File: config.mk
export PLATFORM = sky130hd
export DESIGN_NAME = dma_bus_arbiter
export DESIGN_NICKNAME = d
export VERILOG_FILES = /design/src/rtl/ddma_pkg.sv /design/src/rtl/dma_bus_arbiter.sv
export SDC_FILE = /design/constraint.sdc
export NUM_CORES = 1
export LEC_CHECK = 0
export BUFFER_PORTS_ARGS = -buffer_cell sky130_fd_sc_hd__buf_2
export CORE_MARGIN = 10
export CORE_UTILIZATION = 23
export DETAILED_ROUTE_END_ITERATION = 16
export GPL_ROUTABILITY_DRIVEN = 0
export PLACE_DENSITY = 0.76
export REMOVE_ABC_BUFFERS = 1
export SLEW_MARGIN = 30
export SYNTH_ARGS = -nofsm -noshare
export SYNTH_HDL_FRONTEND = slang
export SYNTH_SLANG_ARGS = --single-unit
export TNS_END_PERCENT = 1
File: constraint.sdc
create_clock -name clock -period 1.01 [get_ports clock]
set_input_delay 0.1515 -clock clock [delete_from_list [all_inputs] [get_ports clock]]
set_output_delay 0.1515 -clock clock [all_outputs]
set_load 0.02 [all_outputs]
File: src/rtl/ddma_pkg.sv
package ddma_pkg;

  // memory word and flit share one width
  localparam int FLIT_WIDTH = 32;
  localparam int ADDR_WIDTH = 11;
  localparam int MEM_DEPTH = 2048;
  localparam int COUNT_WIDTH = 10;
  localparam int NODE_ID_WIDTH = 16;

  // receive buffer holds header, size and then payload words
  localparam int RECV_BASE = 1024;
  localparam int RECV_SIZE = 512;
  localparam int RECV_END = RECV_BASE + RECV_SIZE;
  localparam int RECV_MAX_LEN = RECV_SIZE - 2;

  // bus interleaving
  localparam int INTERLEAVE_GRAIN = 3;
  localparam int GRAIN_WIDTH = $clog2(INTERLEAVE_GRAIN + 1);
  localparam logic TOKEN_SEND = 1'b0;
  localparam logic TOKEN_RECV = 1'b1;

  // receive FSM encoding
  localparam logic [2:0] RX_IDLE = 3'd0;
  localparam logic [2:0] RX_HEADER = 3'd1;
  localparam logic [2:0] RX_SIZE = 3'd2;
  localparam logic [2:0] RX_PAYLOAD = 3'd3;
  localparam logic [2:0] RX_IRQ = 3'd4;

  // a flit seen either as a plain word or as a packet header
  typedef union packed {
    logic [FLIT_WIDTH-1:0] raw;
    struct packed {
      logic [NODE_ID_WIDTH-1:0] src;
      logic [NODE_ID_WIDTH-1:0] dst;
    } hdr;
  } ddma_flit_u;

endpackage

File: src/rtl/dma_bus_arbiter.sv
`timescale 1ns/1ps

module dma_bus_arbiter import ddma_pkg::*; (
  input  logic                  clock,
  input  logic                  reset,
  input  logic                  i_send_req,
  input  logic                  i_recv_req,
  input  logic [ADDR_WIDTH-1:0] i_send_addr,
  input  logic [ADDR_WIDTH-1:0] i_recv_addr,
  input  logic                  i_recv_wr,
  input  logic [FLIT_WIDTH-1:0] i_recv_data,
  output logic                  o_send_grant,
  output logic                  o_recv_grant,
  output logic [ADDR_WIDTH-1:0] o_mem_addr,
  output logic                  o_mem_wr,
  output logic [FLIT_WIDTH-1:0] o_mem_data
);

  logic                   token;
  logic [GRAIN_WIDTH-1:0] grain_cnt;
  logic                   holder_req;
  logic                   other_req;

  assign holder_req = (token == TOKEN_RECV) ? i_recv_req : i_send_req;
  assign other_req  = (token == TOKEN_RECV) ? i_send_req : i_recv_req;

  // the token holder owns the bus only while it asks for it
  assign o_send_grant = (token == TOKEN_SEND) && i_send_req;
  assign o_recv_grant = (token == TOKEN_RECV) && i_recv_req;

  always_ff @(posedge clock) begin
    if (!reset) begin
      token     <= TOKEN_SEND;
      grain_cnt <= GRAIN_WIDTH'(INTERLEAVE_GRAIN);
    end else if (other_req && !holder_req) begin
      // idle holder gives way at once
      token     <= ~token;
      grain_cnt <= GRAIN_WIDTH'(INTERLEAVE_GRAIN);
    end else if (other_req) begin
      if (grain_cnt == GRAIN_WIDTH'(1)) begin
        token     <= ~token;
        grain_cnt <= GRAIN_WIDTH'(INTERLEAVE_GRAIN);
      end else begin
        grain_cnt <= grain_cnt - GRAIN_WIDTH'(1);
      end
    end else begin
      // without contention the grain starts over
      grain_cnt <= GRAIN_WIDTH'(INTERLEAVE_GRAIN);
    end
  end

  // only the receive side ever writes
  assign o_mem_addr = o_recv_grant ? i_recv_addr : i_send_addr;
  assign o_mem_wr   = o_recv_grant && i_recv_wr;
  assign o_mem_data = i_recv_data;

  // a waiting engine gets the bus within one grain
  a_send_wait: assert property (@(posedge clock) disable iff (!reset)
    i_send_req && !o_send_grant |-> ##[1:INTERLEAVE_GRAIN] o_send_grant);

  a_recv_wait: assert property (@(posedge clock) disable iff (!reset)
    i_recv_req && !o_recv_grant |-> ##[1:INTERLEAVE_GRAIN] o_recv_grant);

endmodule

* Word level (Yosys, flattened, before mapping)
Index checks and enable logic that the tools add are counted.
** Storage, ports and cells
- Bits in registers :: 3
- Bits of input ports :: 59
** Operators by class
- Add/subtract/negate cells :: 1
- Eq/ne operators :: 1
- Mux-type cells :: 6
- Bitwise operators :: 3
- Reductions and logical operators :: 9
** Operator list (number)
- 2-to-1 mux 11 bit :: 1
- 2-to-1 mux 1 bit :: 5
- logical AND 1 bit :: 4
- nonzero test 2 bit :: 2
- OR reduction 4 bit :: 1
- NOT 1 bit :: 3
- == test 2 x 1 -> 1 bit, second input constant :: 1
- AND reduction 2 bit :: 1
- subtractor 2 x 1 -> 2 bit, second input constant :: 1
- zero test 1 bit :: 1

* Depth between registers and ports, before layout
Gate-level depths: netlist (run 1).
- Depth in word-level cells :: 5
- Mapped depth :: 5
- Depth with buffers taken out :: 5

* Least setup slack after synthesis (run 1)
No wires, ideal clock.
- Kind :: register to output
- Start :: register token
- End :: output o_mem_addr[0]
- Arrival :: 915 ps
- Data required time :: 859 ps
- Path slack :: -57 ps
- Stages on the path, launching flop included :: 4
- Path buffers :: 1
- Cell sequence :: dfxtp_1 -> nand2_2 -> buf_6 -> mux2_4
** Between the ends
- Cells in the longest elaborated chain, start to end :: 2
** RTL lines
- start: declaration :: line dma_bus_arbiter.sv:19 : logic token;
- start signal: assignment :: line dma_bus_arbiter.sv:37 : token <= ~token;
- start signal: assignment :: line dma_bus_arbiter.sv:41 : token <= ~token;
- logical AND 1 bit :: line dma_bus_arbiter.sv:29 : assign o_recv_grant = (token == TOKEN_RECV) && i_recv_req;
- 2-to-1 mux 11 bit :: line dma_bus_arbiter.sv:53 : assign o_mem_addr = o_recv_grant ? i_recv_addr : i_send_addr;
- end: declaration :: line dma_bus_arbiter.sv:14 : output logic [ADDR_WIDTH-1:0] o_mem_addr,
No other way between the ends.

* Final worst setup path (run 1)
- Start :: register token
- End :: output o_mem_addr[5]
Same word-level chain as after synthesis.

==> results.md, run 1 <==
* Status: finished, violations left
* Failing checks: negative setup slack
* Clock Power Share at 0.322
* Vias per cell at 4.60
* CTS tree: built
* Sw power at 0.180 mW
* Initial antenna violation count at 0
* Routed Antenna Nets at 0
* Yosys top cell area share at 0.430
* I/O pins at 105
* Clock Path Buffers at 2
* # H-tree levels at 1
* Setup Skew at 1.81 ps
* Final worst-path cycle share at 1.35
* DRC viols at 0
* Setup WS post-layout at -355 ps
* Num rows at 17
* Buf/Inv on CP at 2
* Antenna cells at 0
* Async S/R FF share, synth at 0
* Cell leakage power at 0.421 nW
* Avg Inst Size Synth at 9.15 um^2
* HPWL after detailed placement at 2230 um
* Number of flops mapped to enable cells by yosys at 0
* Drt first-iter violations at 14
* Largest net degree at the start of global routing at 7
* Total gr overflow at 0
* Combinational power share at 0.475
* Ys Warns at 0
* Tmin final at 1360 ps
* Die Y at 69.3 um
* Total clock sinks at 3
* Most frequent cell after synthesis: buf_4
* Inserted Clock Buffers at 3
* Post-Layout Cell Count at 103
* Vias in the first global route at 515
* Dominant cells by area after synthesis: buf_4 43%, mux2_4 24%, dfxtp_1 11%
* Area delta synth->final at 31.2%
* Final Hold Vio Count at 0
* Clock root cell: clkbuf_4
* Hold crit path type: in -> reg
* Gr usage total at 0.0980
* Sequential share of power at 0.203
* PwrDens at 860 nW/um^2
* Post-synth top flop: dfxtp_1
* Crit path cell chain: nand2_4 > buf_12 > mux2_4 > buf_6
* Distinct cell type count after synthesis at 16
* Post-CTS Setup Inserts at 0
* Multi-input gate area at 255 um^2
* Fin nets at 136
* Avg WL per Cell at 25.1 um
* Total power at 0.629 mW
* Post-Syn Instances at 61
* First-pass GRT wire length at 3480 um
* Slew of the pin with the lowest slew margin at 200 ps
* Initial core utilization at 0.248
* CP delay by family, top: flip-flops
* Clock-pin slew on the worst setup and hold paths at 40 ps
* Sequential area share after synthesis at 0.108
* Number of port buffers at 40
* RSZ-0062 raised after global routing: yes
* Int Power at 0.449 mW
* Area leader, netlist: buf_4
* CP max-delay cell: dfxtp_2
* Clock network latency to the later pin of the worst-skew pair at 230 ps
* Die area at 4800 um^2
* Core area at 2250 um^2
* Count of pins over their slew limit at 0
* Relative slew slack at 0.866
* Critical path arrival at 1210 ps
* Routed wire length at 2590 um
* CP Data Required Time at 860 ps
* Setup violators final at 15
* Sw frac at 0.286
* Mapped Area at 558 um^2
* Share of cells above drive strength 1 at 0.840
* Critical path class: reg -> out
* Setup crit end kind: output port
* Synthesis-stage register bit count at 3
* Critical path startpoint category: flop
* Number of fill cells at 231
* Storage cell area at 61.3 um^2
* Die Width at 69.3 um
* Top cells by count, synth: 32 x buf_4, 9 x mux2_4, 3 x dfxtp_1, 3 x inv_1
* Maxcap violations at 0
* Critical path peak fanout at 6
* Placed insts at 98
* Fmax at 0.733 GHz
* Vias at 474
* CTS Hold Buffers Added at 0
* Worst vdd ir at 0.000707 V
* DRT Pass-1 Iters at 2
* Critical path's largest stage delay at 340 ps
## worst paths after layout
kind / startpoint / end / slack [ps] / cells after the start
max: token$_SDFFE_PN0P_ / o_mem_addr[5] / -350 / 4
min: i_send_req / grain_cnt[0]$_SDFF_PP1_ / 130 / 2
max reg2reg: grain_cnt[1]$_SDFF_PP1_ / token$_SDFFE_PN0P_ / -50 / 5
min reg2reg: grain_cnt[0]$_SDFF_PP1_ / grain_cnt[0]$_SDFF_PP1_ / 410 / 1
## per-layer routing
metal  share of wire  track usage  vias up
met4          0.0019      0.00665        0
met5               0            0        -
met2            0.30       0.0857       62
met1            0.48        0.132      214
met3            0.23        0.126        2
li1                -            -      196
## worst register-to-register path, cell delays in order, from the launching register on
cell	delay [ps]
dfxtp_1	300
inv_1	40
ha_1	190
and2b_2	190
o21ai_0	120
a21boi_0	90
## cell usage in the layout (no fill, tap or decap), drive strengths merged
cell type,synthesis,final
nand2,1,1
nand4b,1,1
mux2,11,11
nor2,1,1
and3,1,1
and2b,1,1
nor2b,1,1
clkbuf,0,4
a21boi,1,1
o21ai,2,2
dfxtp,3,3
ha,1,1
buf,33,43
inv,3,3
nand4,1,1
## cells by family after synthesis
kind of cell             after synthesis  synth area share
AND/OR/NAND/NOR                        7            0.0852
buffers and inverters                 36             0.471
flip-flops                             3             0.108
AO/OA/AOI/OAI                          3            0.0314
multiplexers                          11             0.283
adder cells (fa/ha/maj)                1            0.0224
## stage by stage
stage | instance area [um^2] | utilization | setup slack (ps) | setup TNS [ps] | hold WS, ps
final | 732 | 0.325 | -355 | -4150 | 129
after global routing | 732 | 0.325 | -410 | -5120 | 138
after CTS | 732 | 0.325 | -373 | -4460 | 125
after detailed placement | 569 | 0.252 | -155 | -1520 | 303
after global placement | 569 | 0.252 | -137 | -1330 | 303
after floorplan | 307 | - | -131 | -958 | 225
## layout make-up
| cell class | count | area share |
|---|---|---|
| clock buffer | 4 | 0.0359 |
| inverter | 3 | 0.0154 |
| multi-input combinational | 22 | 0.349 |
| sequential | 3 | 0.0838 |
| tap | 28 | 0.0479 |
| timing repair buffer | 43 | 0.468 |
## power by group through the flow
stage                     clock (mW)  sequential, mW  combinational (mW)
after floorplan                    0           0.129               0.123
after global placement             0           0.128               0.224
after detailed placement           0           0.128               0.228
after CTS                      0.215           0.128               0.302
after global routing           0.227           0.128               0.319
final                          0.203           0.128               0.299
## flip-flops by register name (all words and copies together) (netlist names)
register   cells
grain_cnt      2
token          1
## repair_timing
item / 4_1_cts / 5_1_grt
endpoints found under the setup margin: 15 / 17
pin swaps: 2 / 2
cloned: 1 / 0
gates resized for setup: 36 / 0
Note: power is estimated with default switching activity, not from simulation.
==> run 2, diff against run 1 <==
Settings changed: CELL_PAD_IN_SITES_DETAIL_PLACEMENT set to 0, CELL_PAD_IN_SITES_GLOBAL_PLACEMENT set to 1, CORE_UTILIZATION 23 to 13, PLACE_DENSITY 0.76 to 0.83.
==> run 2 against run 1 <==
The run still ends with negative setup slack left. Global-route usage down 3.2 points. Core utilization down 14 points. Cell count up 22%. Critical path type unchanged. Highest routed layer is now met3. Clock power up 67%.
==> results.md, run 2 (synthesis results as in run 1) <==
* Routed Antenna Nets at 0
* Worst vdd ir at 0.000663 V
* Die Y at 85.5 um
* Avg WL per Cell at 21.5 um
* Combinational power share at 0.391
* Number of port buffers at 40
* Clock network latency to the later pin of the worst-skew pair at 210 ps
* Die area at 7310 um^2
* Antenna cells at 0
* Slew of the pin with the lowest slew margin at 134 ps
* Setup violators final at 14
* R2r startpoint: grain_cnt[0]$_SDFF_PP1_
* Initial antenna violation count at 0
* First-pass GRT wire length at 3470 um
* Hold crit path type: in -> reg
* Biggest regs: grain_cnt x2, token x1
* DRC viols at 0
* Critical path startpoint category: flop
* Share of cells above drive strength 1 at 0.868
* Critical path arrival at 1180 ps
* Total gr overflow at 0
* Routed wire length at 2710 um
* CTS tree: built
* Core area at 4090 um^2
* Final worst-path cycle share at 1.32
* Vias per cell at 3.71
* I/O pins at 105
* Clock Power Share at 0.442
* Count of pins over their slew limit at 0
* CP Data Required Time at 860 ps
* Total clock sinks at 3
* Relative slew slack at 0.910
* Inserted Clock Buffers at 3
* Number of fill cells at 448
* Status: finished, violations left
* Setup crit end kind: output port
* Met2 usage in global routing at 0.0654
* GR Util met3 at 0.103
* Flip-flop count of the largest register after layout at 2
* Fin nets at 137
* Num rows at 23
* Die Width at 85.5 um
* Area delta synth->final at 37.0%
* Reg2reg path depth at 4
* Critical path class: reg -> out
* Cell leakage power at 0.414 nW
* Vias at 467
* DRT Pass-1 Iters at 4
* # H-tree levels at 1
* Critical path peak fanout at 7
* Commonest non-fill, non-tap cell in the layout: buf_2
* Sw power at 0.198 mW
* Reg-to-reg setup timing slack at 20 ps
* Grt met1 use at 0.0720
* Total power at 0.764 mW
* Sequential share of power at 0.167
* Tmin final at 1330 ps
* Failing checks: negative setup slack
* Drt first-iter violations at 14
* Clock root cell: clkbuf_8
* PwrDens at 999 nW/um^2
* Post-route core utilization at 0.187
* Maxcap violations at 0
* Sw frac at 0.259
* Vias in the first global route at 511
* Top reg by flops: grain_cnt
* RR Endpoint: token$_SDFFE_PN0P_
* Hold path endpoint: grain_cnt[0]$_SDFF_PP1_
* Clock Path Buffers at 2
* Hold depth at 2
* Clock-pin slew on the worst setup and hold paths at 30 ps
* RSZ-0062 raised after global routing: yes
* Post-CTS Setup Inserts at 0
* Largest net degree at the start of global routing at 8
* Setup WS post-layout at -323 ps
* Layer with the highest usage: met3
* Int Power at 0.566 mW
* Gr usage total at 0.0658
* Most frequent cells in the layout: 26 x buf_2, 16 x buf_6, 11 x mux2_4
* Setup Skew at 0.247 ps
* Final Hold Vio Count at 0
* CTS Hold Buffers Added at 0
* Sum Neg Setup Slack at -3600 ps
* Hold Startpoint: i_send_req
* Fmax at 0.750 GHz
* Initial core utilization at 0.137
-- run 2: changes by cell type in the layout (fill, tap and decap cells not counted), sizes merged --
cell	before	now
buf	43	44
-- run 2: critical path: stages (launching register included) --
cell and delay [ps]:
dfxtp_2 310, nand2_2 70, buf_6 150, mux2_4 310
buf_6 130
-- run 2: worst max path at each step --
stage / to / slack, ps / depth (start not counted) / start
4_1_cts: o_mem_addr[8] / -340 / 4 / token$_SDFFE_PN0P_
6_report: o_mem_addr[1] / -320 / 4 / token$_SDFFE_PN0P_
3_5_place_dp: o_mem_addr[8] / -150 / 4 / token$_SDFFE_PN0P_
3_3_place_gp: o_mem_addr[7] / -140 / 4 / token$_SDFFE_PN0P_
2_1_floorplan: o_mem_addr[4] / -130 / 2 / token$_SDFFE_PN0P_
5_1_grt: o_mem_addr[9] / -370 / 4 / token$_SDFFE_PN0P_
-- run 2: timing repair --
item / CTS / global route
setup endpoints to repair: 15 / 17
pin swaps: 1 / 1
gates resized for setup: 36 / 5
-- run 2: power by group through the flow --
stage | logic [mW] | clock network, mW | registers (mW)
floorplan | 0.123 | 0 | 0.129
global placement | 0.233 | 0 | 0.128
detailed placement | 0.233 | 0 | 0.128
CTS | 0.295 | 0.347 | 0.127
global route | 0.316 | 0.372 | 0.128
finish | 0.298 | 0.338 | 0.128
-- run 2: area by class of cell --
class	instances	area, um^2	share of cell area
repair buffers	44	325	0.426
multi-input cells	22	259	0.339
well taps	50	62.6	0.0818
flip-flops and latches	3	61.3	0.0802
clock buffers	4	45.0	0.0589
inverters	3	11.3	0.0147
-- run 2: layer usage --
metal / vias up / share of wire
met1: 193 / 0.39
li1: 197 / -
met5: - / 0
met2: 77 / 0.31
met3: 0 / 0.30
met4: 0 / 0
-- run 2: stage by stage --
step / setup WS (ps) / cell area (um^2) / instances / hold slack (ps)
finish: -323 / 764 / 126 / 142
global route: -365 / 764 / 126 / 144
CTS: -342 / 753 / 126 / 140
detailed placement: -151 / 599 / 122 / 303
global placement: -137 / 599 / 122 / 303
floorplan: -131 / 307 / 28 / 225
