**config.mk**
```make
export PLATFORM = sky130hd
export DESIGN_NAME = dma_send_engine
export DESIGN_NICKNAME = d
export VERILOG_FILES = /design/src/rtl/ddma_pkg.sv /design/src/rtl/dma_send_engine.sv
export SDC_FILE = /design/constraint.sdc
export NUM_CORES = 1
export LEC_CHECK = 0
export BUFFER_PORTS_ARGS = -buffer_cell sky130_fd_sc_hd__buf_4
export CORE_UTILIZATION = 44
export CTS_BUF_LIST = sky130_fd_sc_hd__clkbuf_4 sky130_fd_sc_hd__clkbuf_8
export DETAILED_ROUTE_END_ITERATION = 6
export PLACE_DENSITY = 0.85
export SETUP_SLACK_MARGIN = 0.3
export SYNTH_ARGS = -nofsm -noshare
export SYNTH_HDL_FRONTEND = slang
export SYNTH_SLANG_ARGS = --single-unit
```
**constraint.sdc**
```tcl
create_clock -name clock -period 2.4 [get_ports clock]
set_clock_uncertainty 0.2 [all_clocks]
set_input_delay 0.36 -clock clock [delete_from_list [all_inputs] [get_ports clock]]
set_output_delay 0.36 -clock clock [all_outputs]
set_load 0.005 [all_outputs]
```
**src/rtl/ddma_pkg.sv**
```systemverilog
package ddma_pkg;

  // memory word and flit share one width
  localparam int FLIT_WIDTH = 32;
  localparam int ADDR_WIDTH = 11;
  localparam int MEM_DEPTH = 2048;
  localparam int COUNT_WIDTH = 10;
  localparam int NODE_ID_WIDTH = 16;

  // receive buffer holds header, size and then payload words
  localparam int RECV_BASE = 1024;
  localparam int RECV_SIZE = 512;
  localparam int RECV_END = RECV_BASE + RECV_SIZE;
  localparam int RECV_MAX_LEN = RECV_SIZE - 2;

  // bus interleaving
  localparam int INTERLEAVE_GRAIN = 3;
  localparam int GRAIN_WIDTH = $clog2(INTERLEAVE_GRAIN + 1);
  localparam logic TOKEN_SEND = 1'b0;
  localparam logic TOKEN_RECV = 1'b1;

  // receive FSM encoding
  localparam logic [2:0] RX_IDLE = 3'd0;
  localparam logic [2:0] RX_HEADER = 3'd1;
  localparam logic [2:0] RX_SIZE = 3'd2;
  localparam logic [2:0] RX_PAYLOAD = 3'd3;
  localparam logic [2:0] RX_IRQ = 3'd4;

  // a flit seen either as a plain word or as a packet header
  typedef union packed {
    logic [FLIT_WIDTH-1:0] raw;
    struct packed {
      logic [NODE_ID_WIDTH-1:0] src;
      logic [NODE_ID_WIDTH-1:0] dst;
    } hdr;
  } ddma_flit_u;

endpackage

```
**src/rtl/dma_send_engine.sv**
```systemverilog
`timescale 1ns/1ps

module dma_send_engine import ddma_pkg::*; (
  input  logic                   clock,
  input  logic                   reset,
  input  logic                   i_cfg_valid,
  input  logic [ADDR_WIDTH-1:0]  i_cfg_addr,
  input  logic [COUNT_WIDTH-1:0] i_cfg_count,
  output logic                   o_cfg_ready,
  output logic                   o_req,
  output logic [ADDR_WIDTH-1:0]  o_addr,
  input  logic                   i_grant,
  input  logic [FLIT_WIDTH-1:0]  i_mem_rdata,
  output logic                   o_tx_valid,
  output logic [FLIT_WIDTH-1:0]  o_tx_flit,
  input  logic                   i_tx_ready
);

  logic                   busy;
  logic                   rd_pend;
  logic [ADDR_WIDTH-1:0]  rd_addr;
  logic [COUNT_WIDTH-1:0] rd_left;
  logic                   rd_issue;
  logic                   tx_take;
  logic                   done;

  assign o_cfg_ready = !busy;
  assign o_addr      = rd_addr;

  // at most one flit in flight and no read while data is pending
  assign o_req    = busy && (rd_left != '0) && !rd_pend && !o_tx_valid;
  assign rd_issue = o_req && i_grant;
  assign tx_take  = o_tx_valid && i_tx_ready;
  assign done     = busy && (rd_left == '0) && !rd_pend && !o_tx_valid;

  always_ff @(posedge clock) begin
    if (!reset) begin
      busy       <= 1'b0;
      rd_pend    <= 1'b0;
      rd_addr    <= '0;
      rd_left    <= '0;
      o_tx_valid <= 1'b0;
    end else begin
      if (i_cfg_valid && o_cfg_ready) begin
        busy    <= 1'b1;
        rd_addr <= i_cfg_addr;
        rd_left <= i_cfg_count;
      end else if (done) begin
        busy <= 1'b0;
      end
      if (rd_issue) begin
        rd_addr <= rd_addr + ADDR_WIDTH'(1);
        rd_left <= rd_left - COUNT_WIDTH'(1);
      end
      // memory answers one cycle after the read
      rd_pend <= rd_issue;
      if (rd_pend) begin
        o_tx_valid <= 1'b1;
      end else if (tx_take) begin
        o_tx_valid <= 1'b0;
      end
    end
  end

  always_ff @(posedge clock) begin
    if (rd_pend) begin
      o_tx_flit <= i_mem_rdata;
    end
  end

  a_tx_stable: assert property (@(posedge clock) disable iff (!reset)
    o_tx_valid && !i_tx_ready |=> o_tx_valid && $stable(o_tx_flit));

endmodule

```
### Word level (Yosys, flattened, before mapping)

Index checks and enable logic that the tools add are counted.

| operators by class | value |
|---|---|
| $add $sub $neg | 2 |
| multiplexer cells | 8 |
| reduce and logical (&&, ||, !) cells | 17 |

Operators with widths:

| cell | count |
|---|---|
| $mux W11 | 2 |
| $mux W10 | 2 |
| $add A11 B1 Y11 const B | 1 |
| $logic_not A10 Y1 | 1 |
| $reduce_bool A10 Y1 | 1 |
| $sub A10 B1 Y10 const B | 1 |
| $logic_and A1 B1 Y1 | 9 |
| $reduce_bool A2 Y1 | 3 |
| $mux W1 | 4 |
| $logic_not A1 Y1 | 3 |

| word-level totals | value |
|---|---|
| register bits after elaboration | 56 |
| output and inout bits | 46 |
| logic and storage cells | 33 |

### Depth between registers and ports, before layout

Gate-level depths: netlist of run 1.

| logic depth | value |
|---|---|
| depth in word-level cells | 6 |
| depth in mapped cells | 8 |

### Least setup slack after synthesis of run 1

OpenSTA, ideal clock, no wires.

| timing path | value |
|---|---|
| kind | flip-flop to flip-flop |
| start point | reg rd_pend |
| end point | reg rd_left[5] |
| setup time | 0.074 ns |
| arrival time | 2.155 ns |
| required time | 2.126 ns |
| path slack | -0.029 ns |
| stages on the path, launching flop included | 5 |
| cells stage by stage | dfxtp_1 nand4bb_1 or4_1 or3_2 a31oi_1 |

| on the way | value |
|---|---|
| cells in the longest elaborated chain, start to end | 5 |
| elaborated cells between the ends (all ways) | 6 |

RTL lines:

| item | line | source |
|---|---|---|
| start, declared | dma_send_engine.sv:20 | `logic rd_pend;` |
| start signal, assigned | dma_send_engine.sv:56 | `rd_pend <= rd_issue;` |
| $logic_not A1 Y1 * | dma_send_engine.sv:31 | `assign o_req = busy && (rd_left != '0) && !rd_pend && !o_tx_valid;` |
| $logic_and A1 B1 Y1 * (2 in a row) | dma_send_engine.sv:31 |  |
| $logic_and A1 B1 Y1 * | dma_send_engine.sv:32 | `assign rd_issue = o_req && i_grant;` |
| $mux W10 / $reduce_bool A2 Y1 (equally long branches) | -- |  |
| end signal, assigned | dma_send_engine.sv:47 | `rd_left <= i_cfg_count;` |
| end signal, assigned | dma_send_engine.sv:53 | `rd_left <= rd_left - COUNT_WIDTH'(1);` |
| end, declared | dma_send_engine.sv:22 | `logic [COUNT_WIDTH-1:0] rd_left;` |

Every way passes the cells marked *; elsewhere a longest branch is shown, timed or not.
A chain may end at the register's enable or synchronous reset.

### Worst setup path in the final report of run 1

| timing path | value |
|---|---|
| start point | reg rd_left[6] |
| end point | reg rd_addr[3], in the netlist o_addr[3] |

| on the way | value |
|---|---|
| cells in the longest elaborated chain, start to end | 6 |
| elaborated cells between the ends (all ways) | 7 |

RTL lines:

| item | line | source |
|---|---|---|
| $reduce_bool A10 Y1 * | dma_send_engine.sv:31 |  |
| $logic_and A1 B1 Y1 * (3 in a row) | dma_send_engine.sv:31 |  |
| $logic_and A1 B1 Y1 * | dma_send_engine.sv:32 |  |
| $mux W11 / $reduce_bool A2 Y1 (equally long branches) | -- |  |
| end signal, assigned | dma_send_engine.sv:46 | `rd_addr <= i_cfg_addr;` |
| end signal, assigned | dma_send_engine.sv:52 | `rd_addr <= rd_addr + ADDR_WIDTH'(1);` |
| end, declared | dma_send_engine.sv:21 | `logic [ADDR_WIDTH-1:0] rd_addr;` |

Marks and branches as above.

==> flow_summary.yaml, run 1 <==
worst_setup_path:
  cp-startpoint: "rd_left[6]"
  crit_path_start_kind: "register"
  critical_path_required_ns: 2.40
  critical_path_class: "register to register"
  r2r-start: "rd_left[6]"
  r2r_slack_ns: 0.26
  cp-end-kind: "register"
  cp_max_fo: 5
  cp.arrival_ns: 2.14
sta:
  grt_setup_unrepaired: "true"
  fmax_mhz: 468
  period_share_pct: 89.0
  final.setup.tns_ns: 0
  finalHoldViolCount: 0
  finalSetupViolations: 0
  tightest_slew_ns: 0.755
  slew_violations: 0
  min_period_ns: 2.14
  whs_ns: 0.0217
  slew_headroom_pct: 49.7
  final.setup.worst_slack_ns: 0.263
logic_synthesis:
  synthSimpleGateAreaFrac_pct: 16.4
  synth-seq-cells: 56
  yosysWarnings: 0
  synth_area_leaders: "edfxtp_1, dfxtp_1, nand3_1"
  synthArstFlopShare_pct: 0
  syn_avg_cell_area_um2: 12.0
  syn_area_mm2: 0.00246
  synth_fa_ha_area_share_pct: 1.52
  synth.most_common_cell: "edfxtp_1"
  synth_area_leader_cell: "edfxtp_1"
  synthTopCellsByCount: "edfxtp_1, dfxtp_1, nand3_1, a21oi_1, a31oi_1"
  synth-compound-area-share_pct: 17.6
  ys_seq_area_share_pct: 58.5
  synth_xor_area_share_pct: 0
  synth_top_family_by_area: "compound AO/OA/AOI/OAI gates"
  synth_nets: 267
  synthDistinctLibCells: 50
  synthMuxAreaShare_pct: 0
  synth_top_area_share_pct: 39.0
  synth_edf_count: 32
  ys.flop_type: "edfxtp_1"
  synthCells: 206
final_layout:
  utilization_pct: 68.3
  num_antenna_cells: 0
  nNetsFinal: 387
  fin_area_mm2: 0.00358
  fill_cells: 390
  drive_gt1_share_pct: 49.2
  areaGrowthSynthToFinish_pct: 45.2
job:
  maxCapViolations: 0
placed_design:
  io_buffers: 103
  place_hpwl_mm: 4.84
  place_congestion: 0.886
  preCtsSetupSlack_ns: 0.177
  place_area_mm2: 0.00329
global_routing:
  grt_pass1_vias: 2216
  antenna_found_initial: 0
  grt_pass1_wl_mm: 11.2
  grt_max_degree: 35
  grt_overflow_total: 0
  track_usage_pct: 24.3
clocking:
  cts.path.max_buffers: 2
  hold_buffers: 0
  cts_buffers: 5
  cts_tree: "yes"
  htree_levels: 2
  clk_latency_ns: 0.31
  path_clk_slew_ns: 0.10
  root_buffer: "clkbuf_8"
  cts_sinks: 56
floorplan:
  num_io_pins: 104
  die_w_um: 76.8
  rows: 26
  fp.dieH_um: 76.8
  core_area_mm2: 0.00524
  start_util_pct: 47.0
  die-area_mm2: 0.00590
routing:
  postRouteAntennaNets: 0
  remaining_drc_errors: 0
  wirelength_mm: 7.14
  viasPerCell: 5.80
  wl_per_cell_um: 18.0
  vias: 2304
  firstDrtPassIters: 4
  drtIter0Drc: 119
hold_path:
  min_path_type: "primary input to register"
  hold_start: "i_mem_rdata[13]"
outcome:
  outcome: "finished clean"
power_and_ir_drop:
  leakage_nw: 1.45
  peakVddDrop_mv: 0.430
  power_density_mw_per_mm2: 591
==> registers in the layout (all words and copies together), names as in the netlist <==
register    cells
o_addr         11
o_tx_valid      1
rd_left        10
busy            1
o_tx_flit      32
rd_pend         1
==> stage by stage <==
stage / std cells / power, W
floorplan: 206 / 0.00134
global placement: 378 / 0.00151
detailed placement: 378 / 0.00152
CTS: 393 / 0.00208
global route: 397 / 0.00219
finish: 397 / 0.00211
==> worst paths after layout <==
kind | endpoint | cells past startpoint
max | o_addr[3] | 5
min | o_tx_flit[13] | 1
max reg2reg | o_addr[3] | 5
min reg2reg | o_addr[9] | 2
==> cell usage in the layout, fill, tap and decap left out, types with 2 or more instances in the layout <==
master,n
nand2_1,9
nor4_1,4
buf_4,118
dfxtp_1,17
or3_2,5
o211ai_1,4
nor3_1,2
clkbuf_8,5
a31oi_1,10
buf_6,6
nor4_4,2
and3_1,5
inv_1,7
inv_2,2
o21ai_0,4
dfxtp_4,3
a41oi_1,2
a22oi_1,3
a32oi_1,5
or3_1,3
or4_4,2
dfxtp_2,4
nand4_1,3
ha_1,2
a21oi_1,11
nand3_1,16
nor2_1,7
edfxtp_1,32
o311ai_0,3
==> layout make-up <==
| type | instances | area (µm²) | share of cell area [%] |
|---|---|---|---|
| Clock buffer | 6 | 76.3 | 2.13 |
| Timing Repair Buffer | 124 | 953 | 26.7 |
| Clock inverter | 2 | 16.3 | 0.455 |
| Sequential cell | 56 | 1460 | 40.8 |
| Multi-Input combinational cell | 130 | 951 | 26.6 |
| Tap cell | 70 | 87.6 | 2.45 |
| Inverter | 9 | 33.8 | 0.945 |
==> per-layer routing <==
metal	track usage, %	routed length, µm
met3	6.43	656
met4	7.69	121
met1	29.1	2770
met5	0	0
met2	42.1	3590
==> what timing repair did <==
action,CTS,global route
setup buffers,7,3
resized for setup,14,15
cloned,0,1
endpoints found under the setup margin,9,22
endpoints found under the hold margin,0,0
pin swaps,3,11
==> logic make-up (layout without fill, tap and decap cells) <==
group	count (synthesis)	after routing
DFF	56	56
AOI/OAI and AO/OA	58	58
buffers and inverters	20	141
and+or+nand+nor	69	69
adders and majority gates	3	3
==> report_power, final <==
part | switching, W | internal [W] | total (W)
logic | 0.000220 | 0.000244 | 0.000463
clock network | 0.000307 | 0.000220 | 0.000526
registers | 0.0000568 | 0.00107 | 0.00112
total | 0.000583 | 0.00153 | 0.00211
==> worst max-delay path: stages, from the launching register on <==
cell,delay (ns)
dfxtp_4,0.38
or4_4,0.59
o31a_4,0.41
buf_4,0.15
a32oi_1,0.19
a31oi_1,0.10
Note: power is estimated with default switching activity, not from simulation.
==> run 2, diff against run 1 <==
Settings changed: REMOVE_ABC_BUFFERS set to 1.
==> run 2 against run 1 <==
  * Sequential cell count stayed put
  * Wire length shrank 2.9%
  * Critical path depth down 1
  * Final area is 2.6% higher
  * Largest power group unchanged
  * Worst setup slack lost 0.011 ns
  * Via count up 1.1%
  * Highest routed layer unchanged
  * Power is 6.8% higher
  * Clock power increased by 21%
  * Sequential share of layout area is 1.2 points lower
==> flow_summary.yaml, run 2 (synthesis results as in run 1) <==
worst_setup_path:
  cp-end-kind: "register"
  r2r-start: "rd_left[6]"
  slowest_stage: "or4_4"
  slowest_delay_ns: 0.58
  r2r-end: "rd_left[2]"
  crit_family: "simple AND/OR/NAND/NOR gates"
  cp.arrival_ns: 2.15
  cp_max_fo: 7
  critical_path_required_ns: 2.40
  critical_path_class: "register to register"
  r2r_slack_ns: 0.25
  reg2reg_depth: 4
  crit_path_start_kind: "register"
  path_buf_inv: 0
  crit_chain: "or4_4 -> o31a_4 -> or3_1 -> o311a_2"
floorplan:
  num_io_pins: 104
  core_area_mm2: 0.00524
  start_util_pct: 47.0
  rows: 26
  die_w_um: 76.8
  die-area_mm2: 0.00590
  fp.dieH_um: 76.8
final_layout:
  fill_cells: 377
  drive_gt1_share_pct: 50.8
  largest_register_ffs: 32
  mostFrequentLayoutCells: "buf_4, edfxtp_1, dfxtp_1, nand3_1, a21oi_1"
  nNetsFinal: 393
  seq_area_mm2: 0.00145
  top_register: "o_tx_flit"
  num_antenna_cells: 0
  areaGrowthSynthToFinish_pct: 48.9
  final_common_cell: "buf_4"
  multi_input_area_um2: 971
  utilization_pct: 70.0
clocking:
  root_buffer: "clkbuf_8"
  cts_tree: "yes"
  path_clk_slew_ns: 0.10
  cts_sinks: 56
  hold_buffers: 0
  clk_latency_ns: 0.31
  cts_buffers: 5
  cts.path.max_buffers: 2
  htree_levels: 2
sta:
  finalSetupViolations: 0
  period_share_pct: 89.5
  final.setup.tns_ns: 0
  grt_setup_unrepaired: "true"
  min_period_ns: 2.15
  finalHoldViolCount: 0
  fmax_mhz: 466
  slew_violations: 0
  tightest_slew_ns: 0.772
  whs_ns: 0.0265
  slew_headroom_pct: 48.5
power_and_ir_drop:
  leakage_nw: 1.50
  power_density_mw_per_mm2: 616
  peakVddDrop_mv: 0.323
global_routing:
  grt_pass1_wl_mm: 10.5
  grt_pass1_vias: 2153
  grt_overflow_total: 0
  antenna_found_initial: 0
  grt_max_degree: 32
  track_usage_pct: 22.7
job:
  maxCapViolations: 0
routing:
  drtIter0Drc: 164
  wirelength_mm: 6.93
  vias: 2329
  viasPerCell: 5.78
  firstDrtPassIters: 5
  remaining_drc_errors: 0
  wl_per_cell_um: 17.2
  postRouteAntennaNets: 0
placed_design:
  place_congestion: 0.859
  io_buffers: 103
  place_hpwl_mm: 4.59
hold_path:
  min_path_type: "primary input to register"
  holdPathEnd: "o_tx_flit[7]"
  hold_path_depth: 1
  hold_start: "i_mem_rdata[7]"
outcome:
  outcome: "finished clean"
-- run 2: cell types whose count changed in the layout (fill, tap and decap cells not counted), sizes merged --
cell      delta
bufinv       +1
clkinvlp     -1
buf          +6
-- run 2: metal layers --
metal	up-vias	share of wire (%)	global-route usage [%]
met5	-	0	0
li1	1072	-	-
met2	149	51	39.4
met1	1099	38	27.3
met3	9	10	5.24
met4	0	1.3	8.08
-- run 2: final cells by class --
cell class	count	area share, %
timing repair buffer	130	27.3
clock inverter	2	1.06
tap	70	2.39
sequential	56	39.6
multi-input combinational	130	26.5
inverter	9	0.921
clock buffer	6	2.25
-- run 2: repair_timing --
item,4_1_cts,5_1_grt
endpoints found under the hold margin,0,0
pin swaps,9,15
resized for setup,19,18
setup buffers,8,5
setup endpoints to repair,21,15
-- run 2: metrics by stage --
stage	setup WS [ns]	instances	instance area, µm²	total power, W
2_1_floorplan	-0.0324	195	2350	0.00131
3_3_place_gp	0.0880	382	3320	0.00152
3_5_place_dp	-0.00767	382	3320	0.00153
4_1_cts	0.299	398	3570	0.00221
5_1_grt	0.192	403	3670	0.00234
6_report	0.252	403	3670	0.00226
-- run 2: worst max path at each step --
stage	startpoint	end	cells after the start
after CTS	rd_left[1]	rd_left[2]	6
after detailed placement	rd_left[0]	o_addr[3]	7
after global placement	rd_left[0]	rd_left[1]	7
final	rd_left[6]	rd_left[2]	4
after global routing	rd_left[5]	o_req	5
after floorplan	rd_pend	rd_left[5]	4
-- run 2: power by group --
| group | internal, W | switching, W | leakage (nW) |
|---|---|---|---|
| registers | 0.00107 | 0.0000563 | 0.490 |
| clock network | 0.000341 | 0.000294 | 0.0614 |
| logic | 0.000268 | 0.000230 | 0.949 |
| total | 0.00168 | 0.000581 | 1.50 |
==> run 3, diff against run 2 <==
Settings changed: CORE_UTILIZATION 44 to 45, PLACE_DENSITY 0.85 to 0.84.
Clock period 2.4 ns to 2.25 ns, I/O delays scaled along.
==> run 3 against run 2 <==
  * Clock-buffer cell count unchanged
  * Register-to-register slack worse by 0.16 ns
  * Wire length increased by 27%
  * Sequential power grew 7%
  * Sequential cell count unchanged
  * Worst hold slack got worse by 0.026 ns
  * Die area shrank 2.2%
  * Critical path depth increased by 1
  * Worst setup slack lost 0.16 ns
  * Combinational power grew 45%
  * First-iteration DRC count down 12%
  * Critical endpoint is now rd_left[4]
  * Highest routed layer unchanged
==> flow_summary.yaml, run 3 (synthesis results as in run 1) <==
outcome:
  outcome: "finished clean"
final_layout:
  fill_cells: 300
  mostFrequentLayoutCells: "buf_4, edfxtp_1, dlygate4sd3_1, nand3_1, dfxtp_1"
  areaGrowthSynthToFinish_pct: 70.3
  fin_area_mm2: 0.00419
  utilization_pct: 81.1
  finalNonFillerCells: 450
  drive_gt1_share_pct: 52.4
  num_antenna_cells: 0
  top_register: "o_tx_flit"
  largest_register_ffs: 32
  final_common_cell: "buf_4"
  nNetsFinal: 440
worst_setup_path:
  r2r-start: "rd_left[6]"
  critical_path_class: "register to register"
  critical_path_required_ns: 2.29
  cp-end-kind: "register"
  cp_max_fo: 17
  cp.arrival_ns: 2.20
  r2r-end: "rd_left[4]"
  crit_path_start_kind: "register"
  reg2reg_depth: 5
  r2r_slack_ns: 0.1
placed_design:
  io_buffers: 103
  place_congestion: 0.900
  place_hpwl_mm: 4.86
  dp.cells: 387
  place_area_mm2: 0.00337
hold_path:
  holdPathEnd: "o_tx_flit[26]"
  hold_path_depth: 1
  hold_start: "i_mem_rdata[26]"
  min_path_type: "primary input to register"
power_and_ir_drop:
  peakVddDrop_mv: 0.366
  power_density_mw_per_mm2: 594
  leakage_nw: 1.72
routing:
  postRouteAntennaNets: 0
  wirelength_mm: 8.79
  firstDrtPassIters: 5
  vias: 2614
  drtIter0Drc: 145
  remaining_drc_errors: 0
  viasPerCell: 5.81
  wl_per_cell_um: 19.5
floorplan:
  start_util_pct: 47.6
  rows: 26
  core_area_mm2: 0.00517
  num_io_pins: 104
  die-area_mm2: 0.00577
  fp.dieH_um: 76.0
  die_w_um: 76.0
sta:
  finalSetupViolations: 0
  fmax_mhz: 464
  tightest_slew_ns: 0.479
  grt_setup_unrepaired: "true"
  finalHoldViolCount: 0
  slew_violations: 0
  slew_headroom_pct: 67.7
  whs_ns: 0.000454
  min_period_ns: 2.15
  final.setup.tns_ns: 0
  period_share_pct: 95.7
clocking:
  cts.path.max_buffers: 2
  cts_sinks: 56
  cts_buffers: 5
  clk_latency_ns: 0.32
  root_buffer: "clkbuf_8"
  path_clk_slew_ns: 0.11
  htree_levels: 2
  cts_tree: "yes"
job:
  maxCapViolations: 0
global_routing:
  grt_overflow_total: 0
  grt_max_degree: 35
  track_usage_pct: 27.4
  antenna_found_initial: 0
  grt_pass1_wl_mm: 12.4
  grt_pass1_vias: 2483
==> run 3: cell count changes in the layout (fill, tap and decap cells not counted), sizes merged <==
cell / before / now
buf: 130 / 147
bufinv: 1 / 0
clkinvlp: 0 / 1
dlygate4sd3: 0 / 30
==> run 3: metal layers <==
layer / vias up / global-route usage (%) / share of wire (%)
met1: 1261 / 32.4 / 39
met5: - / 0 / 0
met3: 20 / 5.99 / 7.6
li1: 1169 / - / -
met4: 0 / 10.6 / 2.0
met2: 164 / 48.5 / 51
==> run 3: power breakdown <==
part	switching [W]	internal, W	leakage (nW)
clock network	0.000340	0.000235	0.0448
registers	0.0000557	0.00114	0.492
logic	0.000317	0.000403	1.19
==> run 3: worst max-delay path, stage by stage, from the launching register on <==
cell and delay [ns]:
dfxtp_2 0.35, or4_4 0.59, o31ai_4 0.38, buf_12 0.19
o311ai_0 0.17, a21oi_1 0.19
==> run 3: worst max-delay path by stage <==
stage | from | endpoint | slack (ns)
6_report | rd_left[6] | rd_left[4] | 0.1
5_1_grt | rd_left[6] | rd_left[4] | 0.01
4_1_cts | rd_left[1] | o_addr[3] | 0.17
3_5_place_dp | rd_left[0] | o_addr[3] | -0.04
3_3_place_gp | rd_left[0] | o_addr[2] | 0.06
2_1_floorplan | rd_pend | rd_left[5] | -0.18
==> run 3: area by class of cell <==
type / instances / area (µm²) / area share, %
sequential: 56 / 1460 / 34.8
multi-input combinational: 130 / 1070 / 25.5
inverter: 9 / 33.8 / 0.805
timing repair buffer: 177 / 1450 / 34.6
clock buffer: 6 / 76.3 / 1.82
tap: 70 / 87.6 / 2.09
clock inverter: 2 / 16.3 / 0.388
==> run 3: stage by stage <==
step | setup WS (ns) | total power (W)
2_1_floorplan | -0.182 | 0.00140
3_3_place_gp | 0.0598 | 0.00165
3_5_place_dp | -0.0435 | 0.00166
4_1_cts | 0.169 | 0.00235
5_1_grt | 0.0106 | 0.00259
6_report | 0.0964 | 0.00249
==> run 3: repair_timing <==
action	in CTS	in global routing
endpoints found under the setup margin	22	23
setup buffers	16	9
hold buffers	20	10
resized for setup	36	19
hold endpoints to repair	20	10
pin swaps	17	15
